<file path="src/design/vst_pkg.sv">
////////////////////////////////////////////////////////////////////////////
// Shared widths, element width encoding and channel structs of the vector
// store path. Modules import it inside their bodies as needed.
////////////////////////////////////////////////////////////////////////////

package vst_pkg;

  ////////////////////////////////////////////////////////////////////////////
  // Widths
  ////////////////////////////////////////////////////////////////////////////

  // Byte address width on the AW channel
  localparam int unsigned AddrWidth = 32;
  // One lane operand word
  localparam int unsigned ElenBits  = 64;
  // Instruction id and vector length
  localparam int unsigned IdWidth   = 3;
  localparam int unsigned VlWidth   = 12;

  // Element width, the byte count is 1 << encoding
  typedef enum logic [1:0] {
    EW8  = 2'd0,
    EW16 = 2'd1,
    EW32 = 2'd2,
    EW64 = 2'd3
  } eew_e;

  // Byte count of a whole instruction, vl times up to 8 bytes
  typedef logic [VlWidth+2:0] bytes_t;

  ////////////////////////////////////////////////////////////////////////////
  // Channel payloads
  ////////////////////////////////////////////////////////////////////////////

  // One store instruction from the sequencer
  typedef struct packed {
    logic [IdWidth-1:0]   id;
    logic [AddrWidth-1:0] addr;
    logic [VlWidth-1:0]   vl;
    eew_e                 eew;
    // Set means the mask is ignored
    logic                 vm;
  } st_req_t;

  // One incrementing burst, len is beats minus 1
  typedef struct packed {
    logic [AddrWidth-1:0] addr;
    logic [7:0]           len;
  } aw_req_t;

  // Burst shape handed to the beat packer
  typedef struct packed {
    logic [8:0] beats;
    bytes_t     bytes;
    eew_e       eew;
    // Strobes need the mask-disable flag too
    logic       vm;
  } burst_desc_t;

  // Bytes in one element
  function automatic logic [3:0] eew_bytes(eew_e eew);
    return 4'd1 << eew;
  endfunction

  // Beats in the burst, rounded up to whole beats
  function automatic logic [8:0] burst_beats(logic [VlWidth-1:0] vl, eew_e eew,
                                             int unsigned beat_bytes);
    bytes_t      total;
    int unsigned nbeats;
    total  = bytes_t'(vl) << eew;
    nbeats = (int'(total) + beat_bytes - 1) / beat_bytes;
    return 9'(nbeats);
  endfunction

endpackage

</file>
<file path="src/design/vst_addrgen.sv">
////////////////////////////////////////////////////////////////////////////
// Address generator. Turns one issued store into a single AW burst and a
// burst descriptor, and takes the next store once both have been taken.
////////////////////////////////////////////////////////////////////////////

`timescale 1ns/100ps

module vst_addrgen #(
  parameter int unsigned NrLanes = 4
) (
  input  logic                  clk_i,
  input  logic                  rst_ni,
  // Issued instruction from the queue
  input  vst_pkg::st_req_t      issue_req_i,
  input  logic                  issue_valid_i,
  output logic                  issue_ready_o,
  // AW channel
  output vst_pkg::aw_req_t      aw_o,
  output logic                  aw_valid_o,
  input  logic                  aw_ready_i,
  output logic                  aw_done_o,
  // Descriptor for the beat packer
  output vst_pkg::burst_desc_t  desc_o,
  output logic                  desc_valid_o,
  input  logic                  desc_ready_i
);

  import vst_pkg::*;

  // One beat carries one full VRF word
  localparam int unsigned BeatBytes = NrLanes * 8;

  aw_req_t     aw_q;
  burst_desc_t desc_q;
  logic        aw_valid_q, desc_valid_q;
  logic [8:0]  issue_beats;
  bytes_t      issue_bytes;
  logic        issue;

  // Idle only when both sides of the last burst are gone
  assign issue_ready_o = !aw_valid_q && !desc_valid_q;
  assign issue         = issue_valid_i && issue_ready_o;

  // Burst shape of the incoming store
  assign issue_beats = burst_beats(issue_req_i.vl, issue_req_i.eew, BeatBytes);
  assign issue_bytes = bytes_t'(issue_req_i.vl) << issue_req_i.eew;

  assign aw_o         = aw_q;
  assign aw_valid_o   = aw_valid_q;
  assign aw_done_o    = aw_valid_q && aw_ready_i;
  assign desc_o       = desc_q;
  assign desc_valid_o = desc_valid_q;

  always_ff @(posedge clk_i or negedge rst_ni) begin
    if (!rst_ni) begin
      aw_valid_q   <= 1'b0;
      desc_valid_q <= 1'b0;
    end else begin
      if (issue) begin
        aw_valid_q   <= 1'b1;
        desc_valid_q <= 1'b1;
      end else begin
        if (aw_done_o) aw_valid_q <= 1'b0;
        // Packer acks on its last W beat
        if (desc_valid_q && desc_ready_i) desc_valid_q <= 1'b0;
      end
    end
  end

  // Payloads load on issue and hold until taken
  always_ff @(posedge clk_i) begin
    if (issue) begin
      aw_q.addr    <= issue_req_i.addr;
      aw_q.len     <= 8'(issue_beats - 9'd1);
      desc_q.beats <= issue_beats;
      desc_q.bytes <= issue_bytes;
      desc_q.eew   <= issue_req_i.eew;
      desc_q.vm    <= issue_req_i.vm;
    end
  end

endmodule

</file>
<file path="config.mk">
export PLATFORM = sky130hd
export DESIGN_NAME = vst_addrgen
export DESIGN_NICKNAME = d
export VERILOG_FILES = /design/src/design/vst_pkg.sv /design/src/design/vst_addrgen.sv
export SDC_FILE = /design/constraint.sdc
export NUM_CORES = 1
export LEC_CHECK = 0
export ABC_CLOCK_PERIOD_IN_PS = 3600
export BUFFER_PORTS_ARGS = -buffer_cell sky130_fd_sc_hd__buf_4
export CAP_MARGIN = 20
export CORE_ASPECT_RATIO = 2
export CORE_MARGIN = 2
export CORE_UTILIZATION = 50
export DETAILED_ROUTE_END_ITERATION = 10
export PLACE_DENSITY_LB_ADDON = 0.2
export SKIP_CTS_REPAIR_TIMING = 1
export SLEW_MARGIN = 20
export SYNTH_ARGS = -nofsm -noshare
export SYNTH_HDL_FRONTEND = slang
export SYNTH_SLANG_ARGS = --single-unit
</file>
<file path="constraint.sdc">
create_clock -name clk_i -period 3.6 [get_ports clk_i]
set_input_delay 0 -clock clk_i [delete_from_list [all_inputs] [get_ports clk_i]]
set_output_delay 0 -clock clk_i [all_outputs]
set_load 0.03 [all_outputs]
</file>
* Word level (Yosys, flattened, before mapping) *
Cells that the tools add are included.

cells by class
  reductions and logical operators = 8
  shift-type cells = 1
  multiplexer cells = 4
  add/subtract/negate cells = 3

operator list
  operator                 count
  $shl A12 B2 Y15          1
  $add A14 B6 Y14 const B  1
  $sub A14 B1 Y14 const B  1
  $sub A8 B1 Y8 const B    1
  $logic_and A1 B1 Y1      4
  $mux W1                  4
  $reduce_bool A2 Y1       2
  $logic_not A1 Y1         2

word-level totals
  output and inout bits = 71
  bits of input ports = 55
  register bits = 69
  logic and storage cells = 24

* Depth between registers and ports, before layout *
Gate-level depths: netlist of run 1.

  depth after elaboration = 4
  depth in mapped cells = 11
  mapped depth without buffers = 10

* Worst setup path after synthesis of run 1 *
No wires, ideal clock.

  path type = register -> register
  start point = register desc_valid_q, in the netlist desc_valid_o
  end point = register aw_q (netlist bit aw_o[0]) (enable)
  setup slack = 0.713 ns
  data arrival time = 2.466 ns
  cell stages (with the launch flop) = 4
  clock period less this slack = 2.887 ns
  path buffers = 0
  data required time = 3.179 ns
  setup time = 0.421 ns
  cell sequence = dfrtp_1 > nor2_1 > nand2_1 > inv_1

between the ends
  longest elaborated chain between the ends = 3

RTL lines
  what                      RTL line           RTL
  start: declaration        vst_addrgen.sv:35  logic aw_valid_q, desc_valid_q;
  start signal: assignment  vst_addrgen.sv:57  desc_valid_q <= 1'b0;
  start signal: assignment  vst_addrgen.sv:61  desc_valid_q <= 1'b1;
  start signal: assignment  vst_addrgen.sv:65  if (desc_valid_q && desc_ready_i) desc_valid_q <= 1'b0;
  $logic_not A1 Y1          vst_addrgen.sv:41  assign issue_ready_o = !aw_valid_q && !desc_valid_q;
  $logic_and A1 B1 Y1       vst_addrgen.sv:41
  net issue_ready_o         vst_addrgen.sv:16  output logic issue_ready_o,
  $logic_and A1 B1 Y1       vst_addrgen.sv:42  assign issue = issue_valid_i && issue_ready_o;
  net issue                 vst_addrgen.sv:38  logic issue;
  end: declaration          vst_addrgen.sv:33  aw_req_t aw_q;

The timed path passes the listed nets, and every way through them passes these cells.
A chain may end at the register's enable or synchronous reset.

* Worst setup path in the final report of run 1 *
  start point = input port issue_req_i[1] (netlist name)
  end point = register aw_q (netlist bit aw_o[6]) (data pin)

between the ends
  longest elaborated chain between the ends = 4

RTL lines
  what                RTL line           RTL
  start: declaration  vst_addrgen.sv:14  input vst_pkg::st_req_t issue_req_i,
  $shl A12 B2 Y15     n/a
  net issue_bytes[4]  vst_addrgen.sv:37  bytes_t issue_bytes;
  $add A14 B6 Y14     vst_pkg.sv:71      nbeats = (int'(total) + beat_bytes - 1) / beat_bytes;
  $sub A14 B1 Y14     vst_pkg.sv:71
  $sub A8 B1 Y8       vst_addrgen.sv:74  aw_q.len <= 8'(issue_beats - 9'd1);

The timed path passes the listed nets, and every way through them passes these cells.

==> flow_results.org, run 1 <==
** Outcome
- Outcome :: completed

** CTS
- Clk_lat worst skew :: 340 ps
- The H-tree was split into 3 levels.
- Inserted Clock Buffers :: 9
- Root cell of the clock tree :: clkbuf_8
- Counting along the longest clock path gives a buffer depth of 2.
- Clock tree from TritonCTS :: built
- Clock sink count :: 69
- Clock edge transition at the registers on the reported setup and hold paths :: 70 ps

** Setup path
- In this run the critical register-to-register path is captured at aw_o[22].
- The critical path in this run is classified as in -> reg.
- Worst flop-to-flop path startpoint :: aw_valid_o
- Setup slack on the worst reg-to-reg path comes out at 1580 ps.
- Type of element capturing the critical path :: flop
- In this run the worst path has a maximum fanout of 19.
- Type of origin of the critical path :: input port
- STA puts the critical path data required time at 3680 ps.
- Worst-case reg-to-reg path depth :: 4
- For the worst setup path, the data arrival time is about 2300 ps.

** Timing
- Setup_tns :: 0 ps
- Headroom to the max-slew limit :: 63.3%
- Setup violators final :: 0
- Final Max Tran Viols :: 0
- The final-report hold violation count was 0.
- PnR worst setup slack :: 1430 ps
- Derived from the worst setup path, the maximum achievable clock frequency is 461 MHz.
- The routed design could run at a clock period as short as 2170 ps.
- Setup repair after global routing left no endpoint under its margin.
- Transition at the pin with the smallest max-transition slack :: 551 ps
- Maximum clock skew at final layout :: 8.55 ps
- Dividing the final minimum period by the clock period gives 60.2%.

** Synth
- Post-synth top area share :: 72.7%
- After synthesis, the largest family of logic cells by area is multiplexers.
- Multiplexer share of the synthesized area :: 7.42%
- Share of the yosys chip area belonging to registers :: about three quarters
- Yosys attributes the largest share of cell area to edfxtp_1 (73%), mux4_2 (4.1%), xnor2_1 (3.5%), mux2i_1 (2.5%), dfrtp_1 (1.8%).
- Of the total synthesized cell area, the portion taken by AND, OR, NAND and NOR gates is 6.78%.
- Adder and majority gate portion of the synthesized area :: 0.452%
- Dividing the synthesized area by the synthesized cell count gives 16.9 sq um.
- Post-synthesis instance area :: 2770 sq um
- Compound-Gate Fraction of Synth Area :: 3.26%
- YS warnings :: 0
- The synthesized design spends more area on one cell type than any other, namely edfxtp_1.
- Summing the areas of all xor and xnor instances in the mapped netlist gives 4.43% of the synthesized area.
- Cells after Synth :: about 160
- Synthesis inferred 69 register bits.
- Ranked by instance count, the synthesized netlist is headed by edfxtp_1 (67), xnor2_1 (11), inv_1 (10).
- Most common cell in the synthesized netlist :: edfxtp_1
- Post-synth EDFFs :: 67
- The number of different library cells used by synthesis comes to 36.
- Share of flip-flops with an asynchronous set or reset after synthesis :: under 10%
- In the synthesized netlist the dominant register cell turns out to be edfxtp_1.
- Number of nets in the synthesized netlist :: 220

** Floorplan
- The initial utilization of the core area, before any placement, comes to 51.5%.
- In this run the horizontal extent of the chip is 56.6 um.
- Chip height :: between 100 and 150 um
- Core area :: roughly 5400 sq um
- The die covers 6180 sq um.
- In this run the core area contains 38 standard-cell rows.
- IO Count :: 126

** Place
- Prior to clock tree synthesis, the placed netlist has a worst setup slack of approximately 1100 ps.
- Detailed-placement wirelength estimate :: ~4.3 mm
- Placer's final routability congestion estimate :: 0.757
- I/O Buffers :: 122

** Global routing
- The number of antenna violations at the first check in global routing came to 0.
- Wire length of the first global-routing pass :: roughly 8.7 mm
- The via count of the first global-routing pass came to 1840.
- Global routing usage on met2 :: 33.9%
- met2 is the most crowded layer.
- Met1 Resource Use GR :: around a fifth
- Met3 track demand over resource :: 7.83%
- Global routing finished with a remaining overflow of 0.
- All-layer global routing usage :: about a fifth
- Entering global routing, the biggest net connects 45 pins.

** Worst hold path
- The worst hold path was traced through 3 stages.
- HP Start :: issue_req_i[3]
- Endpoint, Worst Hold :: desc_o[3]
- Path class of the lowest-slack min-delay path :: in -> reg

** Power and ir drop
- Design internal power :: around 1600 uW
- IR Drop Worst-Case VDD :: 497 uV
- The clock network burns 20.6% of the power.
- Of the total power, combinational logic draws about a third.
- Fraction of power spent switching nets :: 34.6%
- For this design the static power due to leakage is 0.00177 uW.
- Power spread over the standard cell area amounts to 579 nW/um^2.
- Per report_power, the sequential group accounts for 45.9% of the total.
- Summed over all nets, the switching power comes to between 800 and 900 uW.

** Routing
- In the routed design, unresolved DRC markers number 0.
- Wires add up to approximately 7 mm.
- Drt wl/cell :: between 15 and 20 um
- Length of the first detailed-routing pass in iterations :: 5
- DRC marker count from the first detailed-route iteration :: 69
- Across all layers, the routed design uses 2024 vias.
- ANT nets after route :: 0
- Average via count per standard cell :: 5.11

** Final layout
- Total inserted antenna cells :: 0
- Area growth syn-to-layout :: 54.4%
- In the final layout, the share of cells above drive strength 1 is 44.6%.
- At the end of the flow, the number of nets in the layout was 387.

** Flow run
- Total of max-cap violations :: 0
cell usage in the layout (no fill, tap or decap), types with 5 or more instances in the layout:
| cell type | n |
|---|---|
| buf_4 | 123 |
| edfxtp_1 | 67 |
| dlygate4sd3_1 | 39 |
| xnor2_1 | 11 |
| nor2_1 | 9 |
| inv_1 | 9 |
| clkbuf_8 | 9 |
| mux2i_1 | 7 |
| nand2_1 | 7 |
| mux4_2 | 5 |
| clkinv_2 | 5 |
routing by layer:
metal | vias to the layer above | wire (um)
li1 | 944 | -
met2 | 98 | 4020
met4 | 0 | 234
met5 | - | 0
met1 | 963 | 2290
met3 | 19 | 517
area by class of cell:
class                      instances  area [sq um]
clock inverter                     7          32.5
clock buffer                       9           124
tap                               60          75.1
multi-input combinational         77           618
fill                             320          1100
inverter                          12          45.0
timing repair buffer             162          1310
sequential                        69          2060
metrics by stage:
step           total power, uW  hold slack (ps)  util [%]  std cells  instance area, sq um
3_5_place_dp              1920             -215      69.3        341                  3720
5_1_grt                   2570             48.2      79.5        396                  4270
4_1_cts                   2430             -596      72.2        357                  3880
3_3_place_gp              1900             -218      69.3        341                  3720
6_report                  2470             19.6      79.5        396                  4270
2_1_floorplan             1610             -296         -        164                  2770
critical path, cell delays in order:
cell	delay [ps]
buf_4	230
mux2i_1	320
mux2i_1	160
or3_1	470
nor2_1	100
or2_1	150
ha_1	230
inv_1	100
a2111o_1	320
o21ai_2	80
xnor2_1	70
state kept, by name, indices dropped and copies added, names as in the netlist:
register      flops
aw_valid_o        1
aw_o             40
desc_valid_o      1
desc_o           27
worst max path at each step:
stage	from	cells past startpoint	slack (ps)	end
6_report	issue_req_i[1]	11	1430	aw_o[6]
5_1_grt	issue_req_i[1]	11	1220	aw_o[4]
4_1_cts	issue_req_i[1]	11	1470	aw_o[6]
3_5_place_dp	issue_req_i[1]	11	1080	aw_o[6]
3_3_place_gp	issue_req_i[1]	11	1110	aw_o[6]
2_1_floorplan	desc_valid_o	3	710	aw_o[0]
power groups by stage:
stage	Combinational, uW	Sequential (uW)	Clock (uW)
after global routing	875	1150	547
after floorplan	182	1430	0
after global placement	763	1130	0
after CTS	777	1130	522
after detailed placement	774	1140	0
final	829	1130	510
cells by family after synthesis:
family                     after synthesis
muxes                                   14
adders and majority gates                1
xor gates and xnor gates                14
DFF                                     69
AOI/OAI and AO/OA                       13
buffers and inverters                   18
and+or+nand+nor                         35
No activity file was read; power rests on OpenSTA's default activity.
==> run 2: changes to the inputs <==
--- a/config.mk
+++ b/config.mk
@@ -5,12 +5,12 @@
 export SDC_FILE = /design/constraint.sdc
 export NUM_CORES = 1
 export LEC_CHECK = 0
-export ABC_CLOCK_PERIOD_IN_PS = 3600
+export ABC_CLOCK_PERIOD_IN_PS = 1780
 export BUFFER_PORTS_ARGS = -buffer_cell sky130_fd_sc_hd__buf_4
 export CAP_MARGIN = 20
 export CORE_ASPECT_RATIO = 2
 export CORE_MARGIN = 2
-export CORE_UTILIZATION = 50
+export CORE_UTILIZATION = 42
 export DETAILED_ROUTE_END_ITERATION = 10
 export PLACE_DENSITY_LB_ADDON = 0.2
 export SKIP_CTS_REPAIR_TIMING = 1
==> constraint.sdc (replaced) <==
create_clock -name clk_i -period 1.78 [get_ports clk_i]
set_input_delay 0 -clock clk_i [delete_from_list [all_inputs] [get_ports clk_i]]
set_output_delay 0 -clock clk_i [all_outputs]
set_load 0.03 [all_outputs]
==> flow_results.org, run 2 (synthesized netlist as in run 1, its figures left out) <==
** Outcome
- Outcome :: completed

** Timing
- For the pin with the worst max-slew slack, the measured transition is 347 ps.
- Min Tclk post-route :: ~1700 ps
- The tightest hold path in the finished design has a slack of ~29 ps.
- The worst pin sits at a relative slew slack of about 77%.
- Setup violators final :: 0
- Final Max Tran Viols :: 0
- Between clock sinks in the finished design, the worst skew comes to approximately 6.5 ps.
- The final critical path takes up 95.9% of the cycle.
- Setup_tns :: 0 ps
- Number of hold violations in the final report :: 0
- Fmax :: 586 MHz

** Routing
- Residual DRC count :: 0
- Final wirelength :: 7.09 mm
- Using the TritonRoute via totals, the vias-per-cell ratio works out to 4.64.
- Drt wl/cell :: 15.8 um
- DRC marker count from the first detailed-route iteration :: 75
- Length of the first detailed-routing pass in iterations :: 4
- In this run the remaining antenna-violating nets after routing total 0.
- The final route contains 2084 vias.

** Setup path
- Measured in cells, the most critical reg-to-reg path has a length of 4.
- In this run the worst path has a maximum fanout of 6.
- Crit path arrival time :: between 1500 and 2000 ps
- The critical path is of the in -> reg type.
- Type of origin of the critical path :: input port
- CP Data Required Time :: 1850 ps
- In this run the worst setup path begins at issue_req_i[1].
- The startpoint identified for the worst register-to-register timing path is aw_valid_o.
- The worst setup path is captured at a flop.

** Floorplan
- The die is 119 um tall.
- Site Rows :: 41
- During I/O placement, the number of pins put on the boundary was 126.
- Core area :: 6360 sq um
- Die Outline Area :: 7290 sq um
- Die Wd :: a little over 60 um
- Initial cell density of the core :: roughly 43%

** Place
- I/O Buffers :: 122
- The congestion estimate from routability-driven global placement came to 0.698.
- In this run the cell area measured after placement is 3990 sq um.
- After legalization and detailed placement, the total HPWL measured 4.45 mm.

** CTS
- Clk_lat worst skew :: 320 ps
- Inserted Clock Buffers :: 9
- Counting every sink on the clock net gives just under 70.
- Clock Path Buffers :: 2
- Count of H-tree levels built during CTS :: 3
- After clock tree synthesis, the clock-pin slew on the worst setup and hold paths is 50 ps.
- CTS placed an instance of clkbuf_16 at the clock tree root.
- Clock tree from TritonCTS :: built

** Final layout
- Area growth syn-to-layout :: 70.5%
- Final standard cell utilization of the core :: between 70% and 80%
- Final std cell area, no fill :: 4720 sq um
- 0 antenna diodes ended up in the layout.
- Fill cells in the final layout number 420.
- In the final layout, the share of cells above drive strength 1 is approximately half.
- Commonest cells after routing, fill and taps aside :: buf_4 (149), edfxtp_1 (67), dlygate4sd3_1 (39), xnor2_1 (10), clkbuf_16 (9)
- After the last flow step, the layout net total stands at between 400 and 500.
- The register with the most flip-flops in the layout has 40 of them.
- Most common cell after layout, fill and taps aside :: buf_4

** Power and ir drop
- The worst-case IR drop observed on VDD is a little over 800 uV.
- Overall power consumption after layout is estimated at between 5000 and 6000 uW.
- The analysis attributes to cell leakage a power of roughly 0.002 uW.
- Dividing total power by cell area gives a power density of 1250 nW/um^2.

** Flow run
- Total of max-cap violations :: 0

** Global routing
- Entering global routing, the biggest net connects 68 pins.
- Number of antenna violations at the first check in global routing :: 0
- The first global-routing pass estimated 9.12 mm of wire.
- Overall overflow remaining after global route :: 0
- The via count of the first global-routing pass is 1933.
- All-layer global routing usage :: 17.4%

** Worst hold path
- Path class of the lowest-slack min-delay path :: in -> reg
- HP Start :: issue_req_i[14]
- The worst hold path was traced through 3 stages.
run 2: cell count changes in the layout (fill, tap and decap cells not counted), moves of 2 or more:
cell	delta
mux2i_2	+2
dfrtp_2	+2
buf_4	+26
mux2i_1	-2
clkbuf_16	+9
clkinvlp_4	+2
bufinv_16	+2
clkbuf_8	-9
clkinv_2	-3
dfrtp_1	-2
run 2: stage by stage:
step / worst slack, ps / std cells
6_report: 72.6 / 449
5_1_grt: -17.8 / 449
4_1_cts: 43.7 / 409
3_5_place_dp: -289 / 393
3_3_place_gp: -205 / 393
2_1_floorplan: -249 / 164
run 2: final timing paths:
kind,slack [ps],to
hold reg to reg,1080,aw_o[10]
max in group asynchronous,1640,aw_valid_o
setup reg to reg,360,aw_valid_o
setup / recovery,70,aw_o[6]
min in group asynchronous,40,desc_valid_o
hold / removal,30,desc_o[17]
run 2: routing by layer:
metal	routed length (um)	vias up	share of wire [%]	track usage [%]
met5	0	-	0	0
met4	106	0	1.5	7.18
met3	469	10	6.6	5.80
met2	4280	85	60	32.2
met1	2230	993	32	15.8
li1	-	996	-	-
run 2: critical path, stage by stage:
cell      delay (ps)
buf_4            130
mux2i_2          230
mux2i_1          140
o31a_1           370
xnor2_2          200
ha_2             210
inv_2             50
a2111o_1         300
o21ai_2           70
xnor2_1           70
run 2: layout make-up:
| cell class | instances | area [sq um] | share of cell area (%) |
|---|---|---|---|
| Sequential cell | 69 | 2060 | 43.8 |
| Timing Repair Buffer | 189 | 1530 | 32.4 |
| Multi-Input combinational cell | 77 | 651 | 13.8 |
| Clock buffer | 9 | 225 | 4.78 |
| Tap cell | 86 | 108 | 2.28 |
| Clock inverter | 7 | 90.1 | 1.91 |
| Inverter | 12 | 48.8 | 1.03 |
run 2: power by group:
part | internal (uW) | switching [uW] | leakage (uW)
combinational | 698 | 1090 | 0.00116
clock | 1220 | 606 | 0.000153
sequential | 2190 | 101 | 0.000649
