$ cat config.mk
export PLATFORM = sky130hd
export DESIGN_NAME = vst_insn_queue
export DESIGN_NICKNAME = d
export VERILOG_FILES = /design/src/design/vst_pkg.sv /design/src/design/vst_insn_queue.sv
export SDC_FILE = /design/constraint.sdc
export NUM_CORES = 1
export LEC_CHECK = 0
export BUFFER_PORTS_ARGS = -buffer_cell sky130_fd_sc_hd__buf_2
export CORE_UTILIZATION = 60
export DETAILED_ROUTE_END_ITERATION = 12
export PLACE_DENSITY = 0.83
export SLEW_MARGIN = 40
export SYNTH_ARGS = -nofsm -noshare
export SYNTH_HDL_FRONTEND = slang
export SYNTH_SLANG_ARGS = --single-unit
$ cat constraint.sdc
create_clock -name clk_i -period 5.16 [get_ports clk_i]
set_input_delay 1.032 -clock clk_i [delete_from_list [all_inputs] [get_ports clk_i]]
set_output_delay 1.032 -clock clk_i [all_outputs]
set_load 0.05 [all_outputs]
$ cat src/design/vst_pkg.sv
////////////////////////////////////////////////////////////////////////////
// Shared widths, element width encoding and channel structs of the vector
// store path. Modules import it inside their bodies as needed.
////////////////////////////////////////////////////////////////////////////

package vst_pkg;

  ////////////////////////////////////////////////////////////////////////////
  // Widths
  ////////////////////////////////////////////////////////////////////////////

  // Byte address width on the AW channel
  localparam int unsigned AddrWidth = 32;
  // One lane operand word
  localparam int unsigned ElenBits  = 64;
  // Instruction id and vector length
  localparam int unsigned IdWidth   = 3;
  localparam int unsigned VlWidth   = 12;

  // Element width, the byte count is 1 << encoding
  typedef enum logic [1:0] {
    EW8  = 2'd0,
    EW16 = 2'd1,
    EW32 = 2'd2,
    EW64 = 2'd3
  } eew_e;

  // Byte count of a whole instruction, vl times up to 8 bytes
  typedef logic [VlWidth+2:0] bytes_t;

  ////////////////////////////////////////////////////////////////////////////
  // Channel payloads
  ////////////////////////////////////////////////////////////////////////////

  // One store instruction from the sequencer
  typedef struct packed {
    logic [IdWidth-1:0]   id;
    logic [AddrWidth-1:0] addr;
    logic [VlWidth-1:0]   vl;
    eew_e                 eew;
    // Set means the mask is ignored
    logic                 vm;
  } st_req_t;

  // One incrementing burst, len is beats minus 1
  typedef struct packed {
    logic [AddrWidth-1:0] addr;
    logic [7:0]           len;
  } aw_req_t;

  // Burst shape handed to the beat packer
  typedef struct packed {
    logic [8:0] beats;
    bytes_t     bytes;
    eew_e       eew;
    // Strobes need the mask-disable flag too
    logic       vm;
  } burst_desc_t;

  // Bytes in one element
  function automatic logic [3:0] eew_bytes(eew_e eew);
    return 4'd1 << eew;
  endfunction

  // Beats in the burst, rounded up to whole beats
  function automatic logic [8:0] burst_beats(logic [VlWidth-1:0] vl, eew_e eew,
                                             int unsigned beat_bytes);
    bytes_t      total;
    int unsigned nbeats;
    total  = bytes_t'(vl) << eew;
    nbeats = (int'(total) + beat_bytes - 1) / beat_bytes;
    return 9'(nbeats);
  endfunction

endpackage

$ cat src/design/vst_insn_queue.sv
////////////////////////////////////////////////////////////////////////////
// Store instruction queue. Accepts requests from the sequencer, hands them
// to the address generator in order and retires them on B responses.
////////////////////////////////////////////////////////////////////////////

`timescale 1ns/100ps

module vst_insn_queue #(
  parameter int unsigned QueueDepth = 4
) (
  input  logic                         clk_i,
  input  logic                         rst_ni,
  // Sequencer requests
  input  vst_pkg::st_req_t             req_i,
  input  logic                         req_valid_i,
  output logic                         req_ready_o,
  // Oldest request not yet issued
  output vst_pkg::st_req_t             issue_req_o,
  output logic                         issue_valid_o,
  input  logic                         issue_ready_i,
  // AW handshake seen by the address generator
  input  logic                         aw_done_i,
  // Memory write response
  input  logic                         b_valid_i,
  output logic                         b_ready_o,
  // Retirement report
  output logic                         done_o,
  output logic [vst_pkg::IdWidth-1:0]  done_id_o,
  output logic                         pending_o
);

  import vst_pkg::*;

  localparam int unsigned PtrWidth = (QueueDepth > 1) ? $clog2(QueueDepth) : 1;
  localparam int unsigned CntWidth = $clog2(QueueDepth + 1);

  typedef logic [PtrWidth-1:0] pnt_t;
  typedef logic [CntWidth-1:0] cnt_t;

  // Pointers for the accept, issue and commit phases
  typedef struct packed {
    pnt_t accept_pnt;
    pnt_t issue_pnt;
    pnt_t commit_pnt;
    // Entries waiting for issue, entries held overall
    cnt_t issue_cnt;
    cnt_t commit_cnt;
    // Bursts on AW still waiting for B
    cnt_t burst_cnt;
  } ctrl_t;

  ctrl_t   ctrl_d, ctrl_q;
  st_req_t queue_q [QueueDepth];
  logic    done_q;
  logic    accept, issue, b_hs;

  // Wraps at QueueDepth so odd depths work too
  function automatic pnt_t next_pnt(pnt_t pnt);
    return (pnt == pnt_t'(QueueDepth - 1)) ? '0 : pnt + 1'b1;
  endfunction

  assign req_ready_o   = (ctrl_q.commit_cnt != cnt_t'(QueueDepth));
  assign issue_valid_o = (ctrl_q.issue_cnt != '0);
  assign issue_req_o   = queue_q[ctrl_q.issue_pnt];
  assign b_ready_o     = (ctrl_q.burst_cnt != '0);

  assign accept = req_valid_i && req_ready_o;
  assign issue  = issue_valid_o && issue_ready_i;
  assign b_hs   = b_valid_i && b_ready_o;

  // Held until the done pulse has gone out
  assign pending_o = (ctrl_q.commit_cnt != '0) || done_q;
  assign done_o    = done_q;

  always_comb begin
    ctrl_d = ctrl_q;
    if (accept) ctrl_d.accept_pnt = next_pnt(ctrl_q.accept_pnt);
    if (issue) ctrl_d.issue_pnt = next_pnt(ctrl_q.issue_pnt);
    if (b_hs) ctrl_d.commit_pnt = next_pnt(ctrl_q.commit_pnt);
    // Up and down in one cycle cancel out
    ctrl_d.issue_cnt  = ctrl_q.issue_cnt + cnt_t'(accept) - cnt_t'(issue);
    ctrl_d.commit_cnt = ctrl_q.commit_cnt + cnt_t'(accept) - cnt_t'(b_hs);
    ctrl_d.burst_cnt  = ctrl_q.burst_cnt + cnt_t'(aw_done_i) - cnt_t'(b_hs);
  end

  always_ff @(posedge clk_i or negedge rst_ni) begin
    if (!rst_ni) begin
      ctrl_q <= '0;
      done_q <= 1'b0;
    end else begin
      ctrl_q <= ctrl_d;
      // One-cycle pulse after the B handshake
      done_q <= b_hs;
    end
  end

  // Entry storage and the reported id
  always_ff @(posedge clk_i) begin
    if (accept) queue_q[ctrl_q.accept_pnt] <= req_i;
    if (b_hs) done_id_o <= queue_q[ctrl_q.commit_pnt].id;
  end

endmodule

After elaboration in Yosys (flattened, before gate mapping) --
Memory sizes are Yosys's and may differ from the RTL's. A register that Yosys moved wholly into a read port is not among the register bits. Cells that the tools add are included.
Storage, ports and cells: bits in writable memories 200, bits of input ports 56, logic and storage cells 33, bits in registers 16, latch bits 0, bits in read-only memories 0, output and inout port bits 58, memories 1
Cells by class: bitwise gates (word level) 0, add/subtract/negate cells 9, shift-type cells 0, magnitude comparators 0, reduce and logical (&&, ||, !) cells 7, mux-type cells 5, divide/modulo/power cells 0, equality and inequality tests 4, multipliers 0
Memories:
- queue_q | words 4, width 50, read ports 2, clocked after memory_dff 1, write ports 1, RTL line vst_insn_queue.sv:53 | st_req_t queue_q [QueueDepth];
Operators by type and width (count):
- 3-bit by 1-bit adder with 3-bit output | 3
- 3-bit nonzero test | 3
- 3-bit by 1-bit subtractor with 3-bit output | 3
- 2-bit by 1-bit adder with 2-bit output (second input constant) | 3
- 2-bit == test (second input constant) | 3
- 2-bit two-way mux | 3
- 1-bit logical AND | 3
- 3-bit inequality test (second input constant) | 1
- 1-bit two-way mux | 2
- 1-bit logical OR | 1

Depth between registers and ports, before layout --
Gate-level depths: netlist of run 1.
depth in word-level cells 4, mapped depth 8, depth with buffers taken out 8

Least setup slack after synthesis of run 1 --
No wires, ideal clock.
kind in2reg, start point input req_valid_i, end point memory queue_q[0][0] in the netlist's numbering, enable pin, data required time 4.747 ns, path slack 2.464 ns, path buffers 0, library setup time 0.413 ns, arrival time 2.283 ns, stages on the path 1, path through and3b_1
Between the ends: cells in the longest elaborated chain, start to end 3
RTL lines:
- start, declared | RTL line vst_insn_queue.sv:15 | input logic req_valid_i,
- 1-bit logical AND | RTL line vst_insn_queue.sv:67 | assign accept = req_valid_i && req_ready_o;
- 1-bit two-way mux | RTL line vst_insn_queue.sv:99 | if (accept) queue_q[ctrl_q.accept_pnt] <= req_i;
- 1-bit two-way mux (not written as such) | RTL line vst_insn_queue.sv:99
- end, declared | RTL line vst_insn_queue.sv:53
No other way between the ends.

==> results of run 1 <==
## sequential cells by signal (all words and copies together) (netlist names)
name and count:
queue_q 200, ctrl_q 15, done_id_o 3, done_o 1
## logic make-up after synthesis
kind of cell             share of synthesized area [%]
XOR/XNOR                                        0.6285
flip-flops                                       77.70
adder cells (fa/ha/maj)                          2.514
AND/OR/NAND/NOR                                  1.541
multiplexers                                     14.91
AO/OA/AOI/OAI                                   0.3591
buffers and inverters                            2.349
## cell type report
type / instances / share of cell area [%]
multi-input cells: 99 / 17.01
well taps: 176 / 2.239
clock buffers: 31 / 6.461
inverters: 15 / 0.5724
flip-flops and latches: 219 / 66.12
repair buffers: 119 / 6.334
clock inverters: 9 / 1.272
## through the flow
step                      std cells  cell area [um2]  util [%]
after global routing            668             9837     73.41
after global placement          627             9054     67.56
final                           668             9837     73.41
after CTS                       668             9837     73.41
after floorplan                 345             8361         -
after detailed placement        628             9076     67.73
## cell usage in the layout, fill, tap and decap left out, types with 3 or more instances in the layout
cell	n
xnor2_1	4
ha_1	12
fa_1	3
and3b_2	4
clkbuf_16	23
edfxtp_1	203
dfrtp_1	14
nand2b_1	3
bufinv_16	3
mux4_2	51
mux2_2	4
buf_2	113
clkbuf_1	5
clkinv_2	3
buf_4	5
clkbuf_8	3
inv_1	15
## metal layers
metal,vias to the layer above,global-route usage (%),wire length [um]
li1,1697,-,-
met1,1979,27.68,5560
met2,128,35.67,7638
met3,25,3.850,885
met4,0,6.797,314
met5,-,0,0
## power breakdown
group	leakage (nW)	switching [W]	internal, W
combinational	1.09	0.00165	0.000802
sequential	2.05	0.000262	0.00237
clock	0.371	0.000612	0.00101
## worst min-delay path by stage
| stage | to | cells past startpoint |
|---|---|---|
| after floorplan | ctrl_q[2]$_DFF_PN0_ | 1 |
| after global placement | ctrl_q[2]$_DFF_PN0_ | 1 |
| after detailed placement | ctrl_q[2]$_DFF_PN0_ | 1 |
| after CTS | ctrl_q[13]$_DFFE_PN0P_ | 1 |
| after global routing | ctrl_q[2]$_DFF_PN0_ | 1 |
| final | ctrl_q[9]$_DFFE_PN0P_ | 1 |
## worst max-delay path: cells and delay by family, from the launching register on
kind | cells | cell delay [ps]
buffers and inverters | 2 | 540
flip-flops | 1 | 750
multiplexers | 1 | 580
==> metrics, run 1 <==
setup TNS 0 ps; area of the core 0.01340 mm2; crit path from ctrl_q[11]$_DFFE_PN0P_; unique cell type count in the Yosys netlist 26; Reg area 0.006504 mm2; Clock Tree Buf Depth 3; area grow syn2layout 17.66%; fin crit period around 3400 ps; P_leak 3.508 nW; Die Ht 120.0 um; area leader, netlist edfxtp_1; post-cts hold buffer count 0; top cell type's share of synthesized area about 73%; global route overflow 0; area of the multi-input gates 0.001673 mm2; Req. time, crit path 4130 ps; Syn Nets 416; RSZ-0062 raised after global routing no; flop-to-flop setup slack ~2700 ps; Vias per Instance roughly 5.7; I/O pins approximately 110; Setup Buffers After CTS 0; routability cong. slightly above 0.7; crit path capture issue_req_o[0]; port bufs 113; remaining antenna violation count 0; share of layout cells above drive strength 1 approximately 44%; Peak Freq ~300 MHz; Post-synth EDFFs around 200; FF-to-FF End ctrl_q[5]$_DFF_PN0_; worst path arrival time roughly 2400 ps; post-synthesis sequential area ratio roughly 78%; Max H-tree Level 1; total of max-cap violations 0; pin count of the biggest net entering global routing 40; CP Max Fanout 27; final setup margin 1754 ps; Synth Register Bits 219; Layout Skew 13.67 ps; slowest stage delay, CP 750 ps; die area 0.01441 mm2; Async S/R FF share, synth 7.306%; Setup CP Type flop to output pin; syn avg cell area 24.23 um2; Root Buffer clkbuf_16; fin crit share roughly two thirds; post_cts resized 0; Max-slew headroom 54.08%; Worst-path clk slew approximately 60 ps; routed wire length 14400 um; Slowest cell on crit path dfrtp_4; vias in the first global route 4107; Setup WS pre-CTS 2188 ps; synth cell count leaders 203 x edfxtp_1, 51 x mux4_2, 16 x dfrtp_1, 15 x inv_1, 12 x ha_1; worst slew pin tran 688.8 ps; Reg-to-Reg Start ctrl_q[2]$_DFF_PN0_; Die X 120.0 um; CTS tree built; IR drop worst, VDD 0.4474 mV; Syn. warnings 0; ys flop type edfxtp_1; Starting Density between 60% and 70%; worst r2r path cells 8; final setup fails 0; largest cells by area after synthesis edfxtp_1 73%, mux4_2 14%, dfrtp_1 4.8%, ha_1 1.8%, buf_12 1.2%; Final nets 547; WHS 454.9 ps; per-cell routed wire length 21.55 um; cells after synthesis 345; critical path startpoint category flop; most numerous cell in the Yosys netlist edfxtp_1; status completed; Rows 42; DRC violations left 0; Final Slew Violations 0; Power Density between 600 and 700 mW/mm2; CTS buffer count 22; worst-path cell chain buf_12, mux4_1, buf_2; Fin. Hold Viols 0; DRT Pass-1 Iters 4; Sink Count 219; via count 3829; Worst Hold Class input pin to asynchronous set/reset pin; initial antenna violation count 0; overall power 0.006706 W; clock latency on the worst-skew pair 480 ps; Mapped Area 0.008361 mm2; FILL cells about 770; n_diodes 0; first-iteration detailed-routing DRC count 296; first-pass GRT wire length 22300 um; DP HPWL roughly 9200 um; Total Routing Usage GR roughly a fifth; CP Capture Type output pin
No activity file was read; power rests on OpenSTA's default activity.
==> run 2: changes to the inputs <==
- ABC_AREA: not set -> 1
- CORE_UTILIZATION: 60 -> 58
- PLACE_DENSITY: 0.83 -> 0.8
- clock period: 5.16 -> 3.3 ns (I/O delays scaled with it)
==> metrics, run 2 <==
vias in the first global route 5459; Biggest register queue_q; I/O pins about 110; post-cts hold buffer count 0; Starting Density 59.21%; first-pass GRT wire length 26480 um; IR drop worst, VDD 0.7164 mV; Peak Freq 367.5 MHz; Req. time, crit path 2640 ps; DP HPWL 9786 um; area of the core between 0.015 and 0.02 mm2; syn avg cell area 12.58 um2; Async S/R FF share, synth 7.306%; CTS buffer count 22; Final nets 898; port bufs 113; largest cells by area after synthesis edfxtp_1 68%, o211ai_1 8.4%, nand2_1 8.1%, inv_1 5.1%, dfrtp_1 4.5%; routed wire length ~16000 um; clock latency on the worst-skew pair 480 ps; fin util 68.75%; CP Max Fanout 147; final instance area 0.01041 mm2; fin crit period 2721 ps; most numerous cell in the Yosys netlist edfxtp_1; max FFs per register 200; Synth Register Bits 219; Max H-tree Level 1; synth cell count leaders 203 x edfxtp_1, 194 x nand2_1, 122 x inv_1, 100 x o211ai_1, 27 x buf_2; DRC violations left 0; DRT Pass-1 Iters 5; Syn Nets slightly below 800; critical path startpoint category flop; final setup fails 0; cells after synthesis 713; Fin. Hold Viols 0; RSZ-0062 raised after global routing no; met2 Resource Use GR 37.02%; Post-synth EDFFs 203; Root Buffer clkbuf_16; Power Density between 1000 and 1500 mW/mm2; Rows 45; Mapped Area 0.008967 mm2; Worst-path clk slew 60 ps; commonest non-fill, non-tap cell in the layout edfxtp_1; most frequent cells in the layout 203 x edfxtp_1, 194 x nand2_1, 122 x inv_1; worst slew pin tran about 650 ps; Clock Tree Buf Depth 3; met1 GRT Util 26.62%; Die Ht between 100 and 150 um; status completed; Vias per Instance 5.288; ys flop type edfxtp_1; Max-slew headroom between 50% and 60%; per-cell routed wire length 15.79 um; fin crit share 82.45%; share of layout cells above drive strength 1 19.57%; Setup CP Type flop to output pin; GRT met3 Usage 4.302%; busiest grt layer met2; CTS tree built; Syn. warnings 0; Worst Hold Class input pin to asynchronous set/reset pin; Sink Count between 200 and 250; remaining antenna violation count 0; area grow syn2layout 16.12%; total of max-cap violations 0; Total Routing Usage GR 21.07%; area leader, netlist edfxtp_1; Setup Buffers After CTS 0; pin count of the biggest net entering global routing 148; first-iteration detailed-routing DRC count 338; Final Slew Violations 0; P_leak about 4.3 nW; post-synthesis sequential area ratio between 70 and 80%; routability cong. 0.7106; top cell type's share of synthesized area 67.98%; worst path arrival time 2060 ps; Layout Skew 6.210 ps; die area 0.01596 mm2; initial antenna violation count 4; post_cts resized 0; global route overflow 0; unique cell type count in the Yosys netlist 17; Die X about 130 um; CP Capture Type output pin; biggest regs queue_q x200, ctrl_q x15, done_id_o x3; via count 5462; Area after DPL 0.009751 mm2
==> run 2: path summary, 6_finish.rpt <==
kind	startpoint	endpoint	slack, ps	cells past startpoint
min in group clk_i	req_i[27]	queue_q[1][27]$_DFFE_PP_	390	1
max in group asynchronous	rst_ni	ctrl_q[11]$_DFFE_PN0P_	2900	1
hold / removal	rst_ni	ctrl_q[1]$_DFF_PN0_	90	1
hold reg to reg	ctrl_q[7]$_DFF_PN0_	ctrl_q[8]$_DFF_PN0_	520	2
setup reg to reg	ctrl_q[4]$_DFF_PN0_	ctrl_q[8]$_DFF_PN0_	1000	10
setup / recovery	ctrl_q[11]$_DFFE_PN0P_	issue_req_o[33]	580	4
==> run 2: per-layer routing <==
layer	up-vias	routed length, um
met3	21	849
li1	2669	-
met2	129	8328
met1	2641	6885
met4	2	235
met5	-	8
==> run 2: per-stage QoR <==
| stage | hold WS [ps] | std cells | TNS (ps) | power (W) | setup slack (ps) |
|---|---|---|---|---|---|
| 6_report | 89.86 | 1033 | 0 | 0.01085 | 579.2 |
| 3_3_place_gp | 480.5 | 991 | 0 | 0.008566 | 839.3 |
| 2_1_floorplan | 364.4 | 713 | -75420 | 0.007594 | -377.1 |
| 4_1_cts | 86.93 | 1031 | 0 | 0.01095 | 571.6 |
| 5_1_grt | 92.05 | 1033 | 0 | 0.01144 | 488.6 |
| 3_5_place_dp | 507.5 | 991 | 0 | 0.008715 | 800.8 |
==> run 2: cell type report <==
| class | count | area (um2) |
|---|---|---|
| Timing Repair Buffer | 124 | 685.7 |
| Clock inverter | 15 | 73.82 |
| Tap cell | 188 | 235.2 |
| Multi-Input combinational cell | 337 | 1867 |
| Fill cell | 1040 | 4733 |
| Sequential cell | 219 | 6501 |
| Inverter | 123 | 461.7 |
| Antenna cell | 2 | 5.005 |
| Clock buffer | 25 | 583.1 |
==> run 2: report_power, final <==
part           total, W  internal (W)  leakage (nW)  switching, W
clock           0.00223       0.00127         0.336      0.000960
combinational   0.00471       0.00111          1.92       0.00360
sequential      0.00391       0.00370          2.05      0.000211
total            0.0109       0.00608          4.30       0.00477
==> run 2: critical path, stage by stage, from the launching register on <==
cell and delay [ps]:
dfrtp_4 420, buf_12 380, o211ai_1 210, nand2_1 150, buf_2 270
==> run 2: cells by family after synthesis <==
group                      count (synthesis)  share of synthesized area, %
buffers and inverters                    157                         7.074
xor gates and xnor gates                   4                        0.3908
DFF                                      219                         72.44
AOI/OAI and AO/OA                        106                         8.707
adders and majority gates                 15                         2.344
and+or+nand+nor                          212                         9.041
==> run 3: changes to the inputs <==
- CORE_UTILIZATION: 58 -> 52
- PLACE_DENSITY: 0.8 -> 0.76
- clock period: 3.3 -> 2.5 ns (I/O delays scaled with it)
==> metrics, run 3 (synthesis results as in run 2) <==
P_leak 4.398 nW; Die X about 130 um; fin crit share 97.00%; port bufs 113; Final Slew Violations 0; DRT Pass-1 Iters 5; WHS 217.8 ps; per-cell routed wire length 15.31 um; die area 0.01777 mm2; CP Capture Type output pin; worst path arrival time 1920 ps; CTS tree built; biggest regs queue_q x200, ctrl_q x15, done_id_o x3; total of max-cap violations 0; Setup WS pre-CTS 336.7 ps; vias in the first global route 5044; Post-Layout Cell Count 1072; n_diodes 0; clock latency on the worst-skew pair 490 ps; Rows 47; DRC violations left 0; Area after DPL 0.009833 mm2; max FFs per register 200; IR drop worst, VDD 1.099 mV; CP Max Fanout 70; area of the core 0.01670 mm2; first-iteration detailed-routing DRC count 304; Max H-tree Level 1; Clock Tree Buf Depth 3; commonest non-fill, non-tap cell in the layout edfxtp_1; Layout Skew between 5 and 6 ps; Final nets 907; Worst-path clk slew approximately 60 ps; most frequent cells in the layout 203 x edfxtp_1, 194 x nand2_1, 122 x inv_1; Reg-to-Reg Start ctrl_q[1]$_DFF_PN0_; Sink Count 219; critical path startpoint category flop; Total Routing Usage GR 18.52%; Max-slew headroom 67.45%; Root Buffer clkbuf_16; routed wire length 16410 um; fin crit period 2425 ps; routability cong. 0.7234; global route overflow 0; remaining antenna violation count 0; worst slew pin tran 488.3 ps; final setup margin between 70 and 80 ps; worst-path cell chain buf_16, nand2_1, o211ai_1, nand2_1, buf_2; slowest stage delay, CP 590 ps; most numerous cell on the critical path nand2_1; Setup CP Type flop to output pin; DP HPWL 9590 um; share of layout cells above drive strength 1 20.31%; Peak Freq 412.4 MHz; Fin. Hold Viols 0; crit path from ctrl_q[11]$_DFFE_PN0P_; area grow syn2layout 18.98%; Starting Density 53.69%; first-pass GRT wire length 25700 um; pin count of the biggest net entering global routing 71; Power Density 1404 mW/mm2; dpl cells 1027; I/O pins 114; initial antenna violation count 2; via count between 5000 and 6000; status completed; Die Ht 133.3 um; Biggest register queue_q; Vias per Instance 5.046; CTS buffer count 23; RSZ-0062 raised after global routing yes; Req. time, crit path 2000 ps; final setup fails 0; HP Start req_i[16]; Worst Hold Class input pin to flop; final instance area 0.01067 mm2; Slowest cell on crit path dfrtp_4
-- run 3: changes by cell type in the layout (fill, tap and decap cells not counted), moves of 2 or more --
cell	change
buf_2	-5
buf_4	+4
bufinv_16	+4
clkbuf_4	+4
clkinv_2	-4
buf_6	+3
diode_2	-2
-- run 3: timing repair --
| action | 4_1_cts | 5_1_grt |
|---|---|---|
| endpoints found under the hold margin | 16 | 0 |
| hold buffers | 1 | 0 |
| resized for setup | 1 | 9 |
| setup endpoints to repair | 39 | 24 |
| buffers inserted | 1 | 2 |
| pin swaps | 0 | 0 |
-- run 3: per-stage QoR --
| stage | util (%) | power (W) | setup TNS [ps] |
|---|---|---|---|
| 2_1_floorplan | - | 0.01001 | -79230 |
| 3_3_place_gp | 58.88 | 0.01145 | 0 |
| 4_1_cts | 63.64 | 0.01505 | 0 |
| 5_1_grt | 63.88 | 0.01574 | -30.36 |
| 6_report | 63.88 | 0.01498 | 0 |
| 3_5_place_dp | 58.88 | 0.01156 | 0 |
-- run 3: final timing paths --
check	depth (start not counted)	slack (ps)	to
max in group asynchronous	2	1740	ctrl_q[11]$_DFFE_PN0P_
worst max-delay path	5	80	issue_req_o[11]
worst max register to register	11	350	ctrl_q[2]$_DFF_PN0_
worst min-delay path	1	220	queue_q[3][16]$_DFFE_PP_
worst min register to register	2	510	ctrl_q[2]$_DFF_PN0_
min in group asynchronous	2	460	ctrl_q[9]$_DFFE_PN0P_
-- run 3: per-layer routing --
metal	track usage [%]	vias up	wire length [um]	share of wire (%)
li1	-	2688	-	-
met1	24.05	2576	7228	44
met2	31.39	119	7960	49
met3	4.452	22	1011	6.2
met4	4.735	4	188	1.1
met5	0	-	21	0.13
-- run 3: power by group --
group / leakage [nW] / switching (W) / internal, W
Combinational: 1.97 / 0.00472 / 0.00162
Clock: 0.378 / 0.00134 / 0.00211
Sequential: 2.05 / 0.000313 / 0.00488
-- run 3: layout make-up --
cell class | count | area (um2)
tap | 220 | 275.3
clock buffer | 26 | 586.8
fill | 1231 | 6032
timing repair buffer | 132 | 792.0
clock inverter | 15 | 183.9
multi-input combinational | 337 | 1867
sequential | 219 | 6501
inverter | 123 | 462.9
-- run 3: worst max-delay path, delay by kind of cell, from the launching register on --
kind            cells  cell delay, ps
flops               1             590
compound gates      1             100
simple gates        2             220
buf+inv             2             510
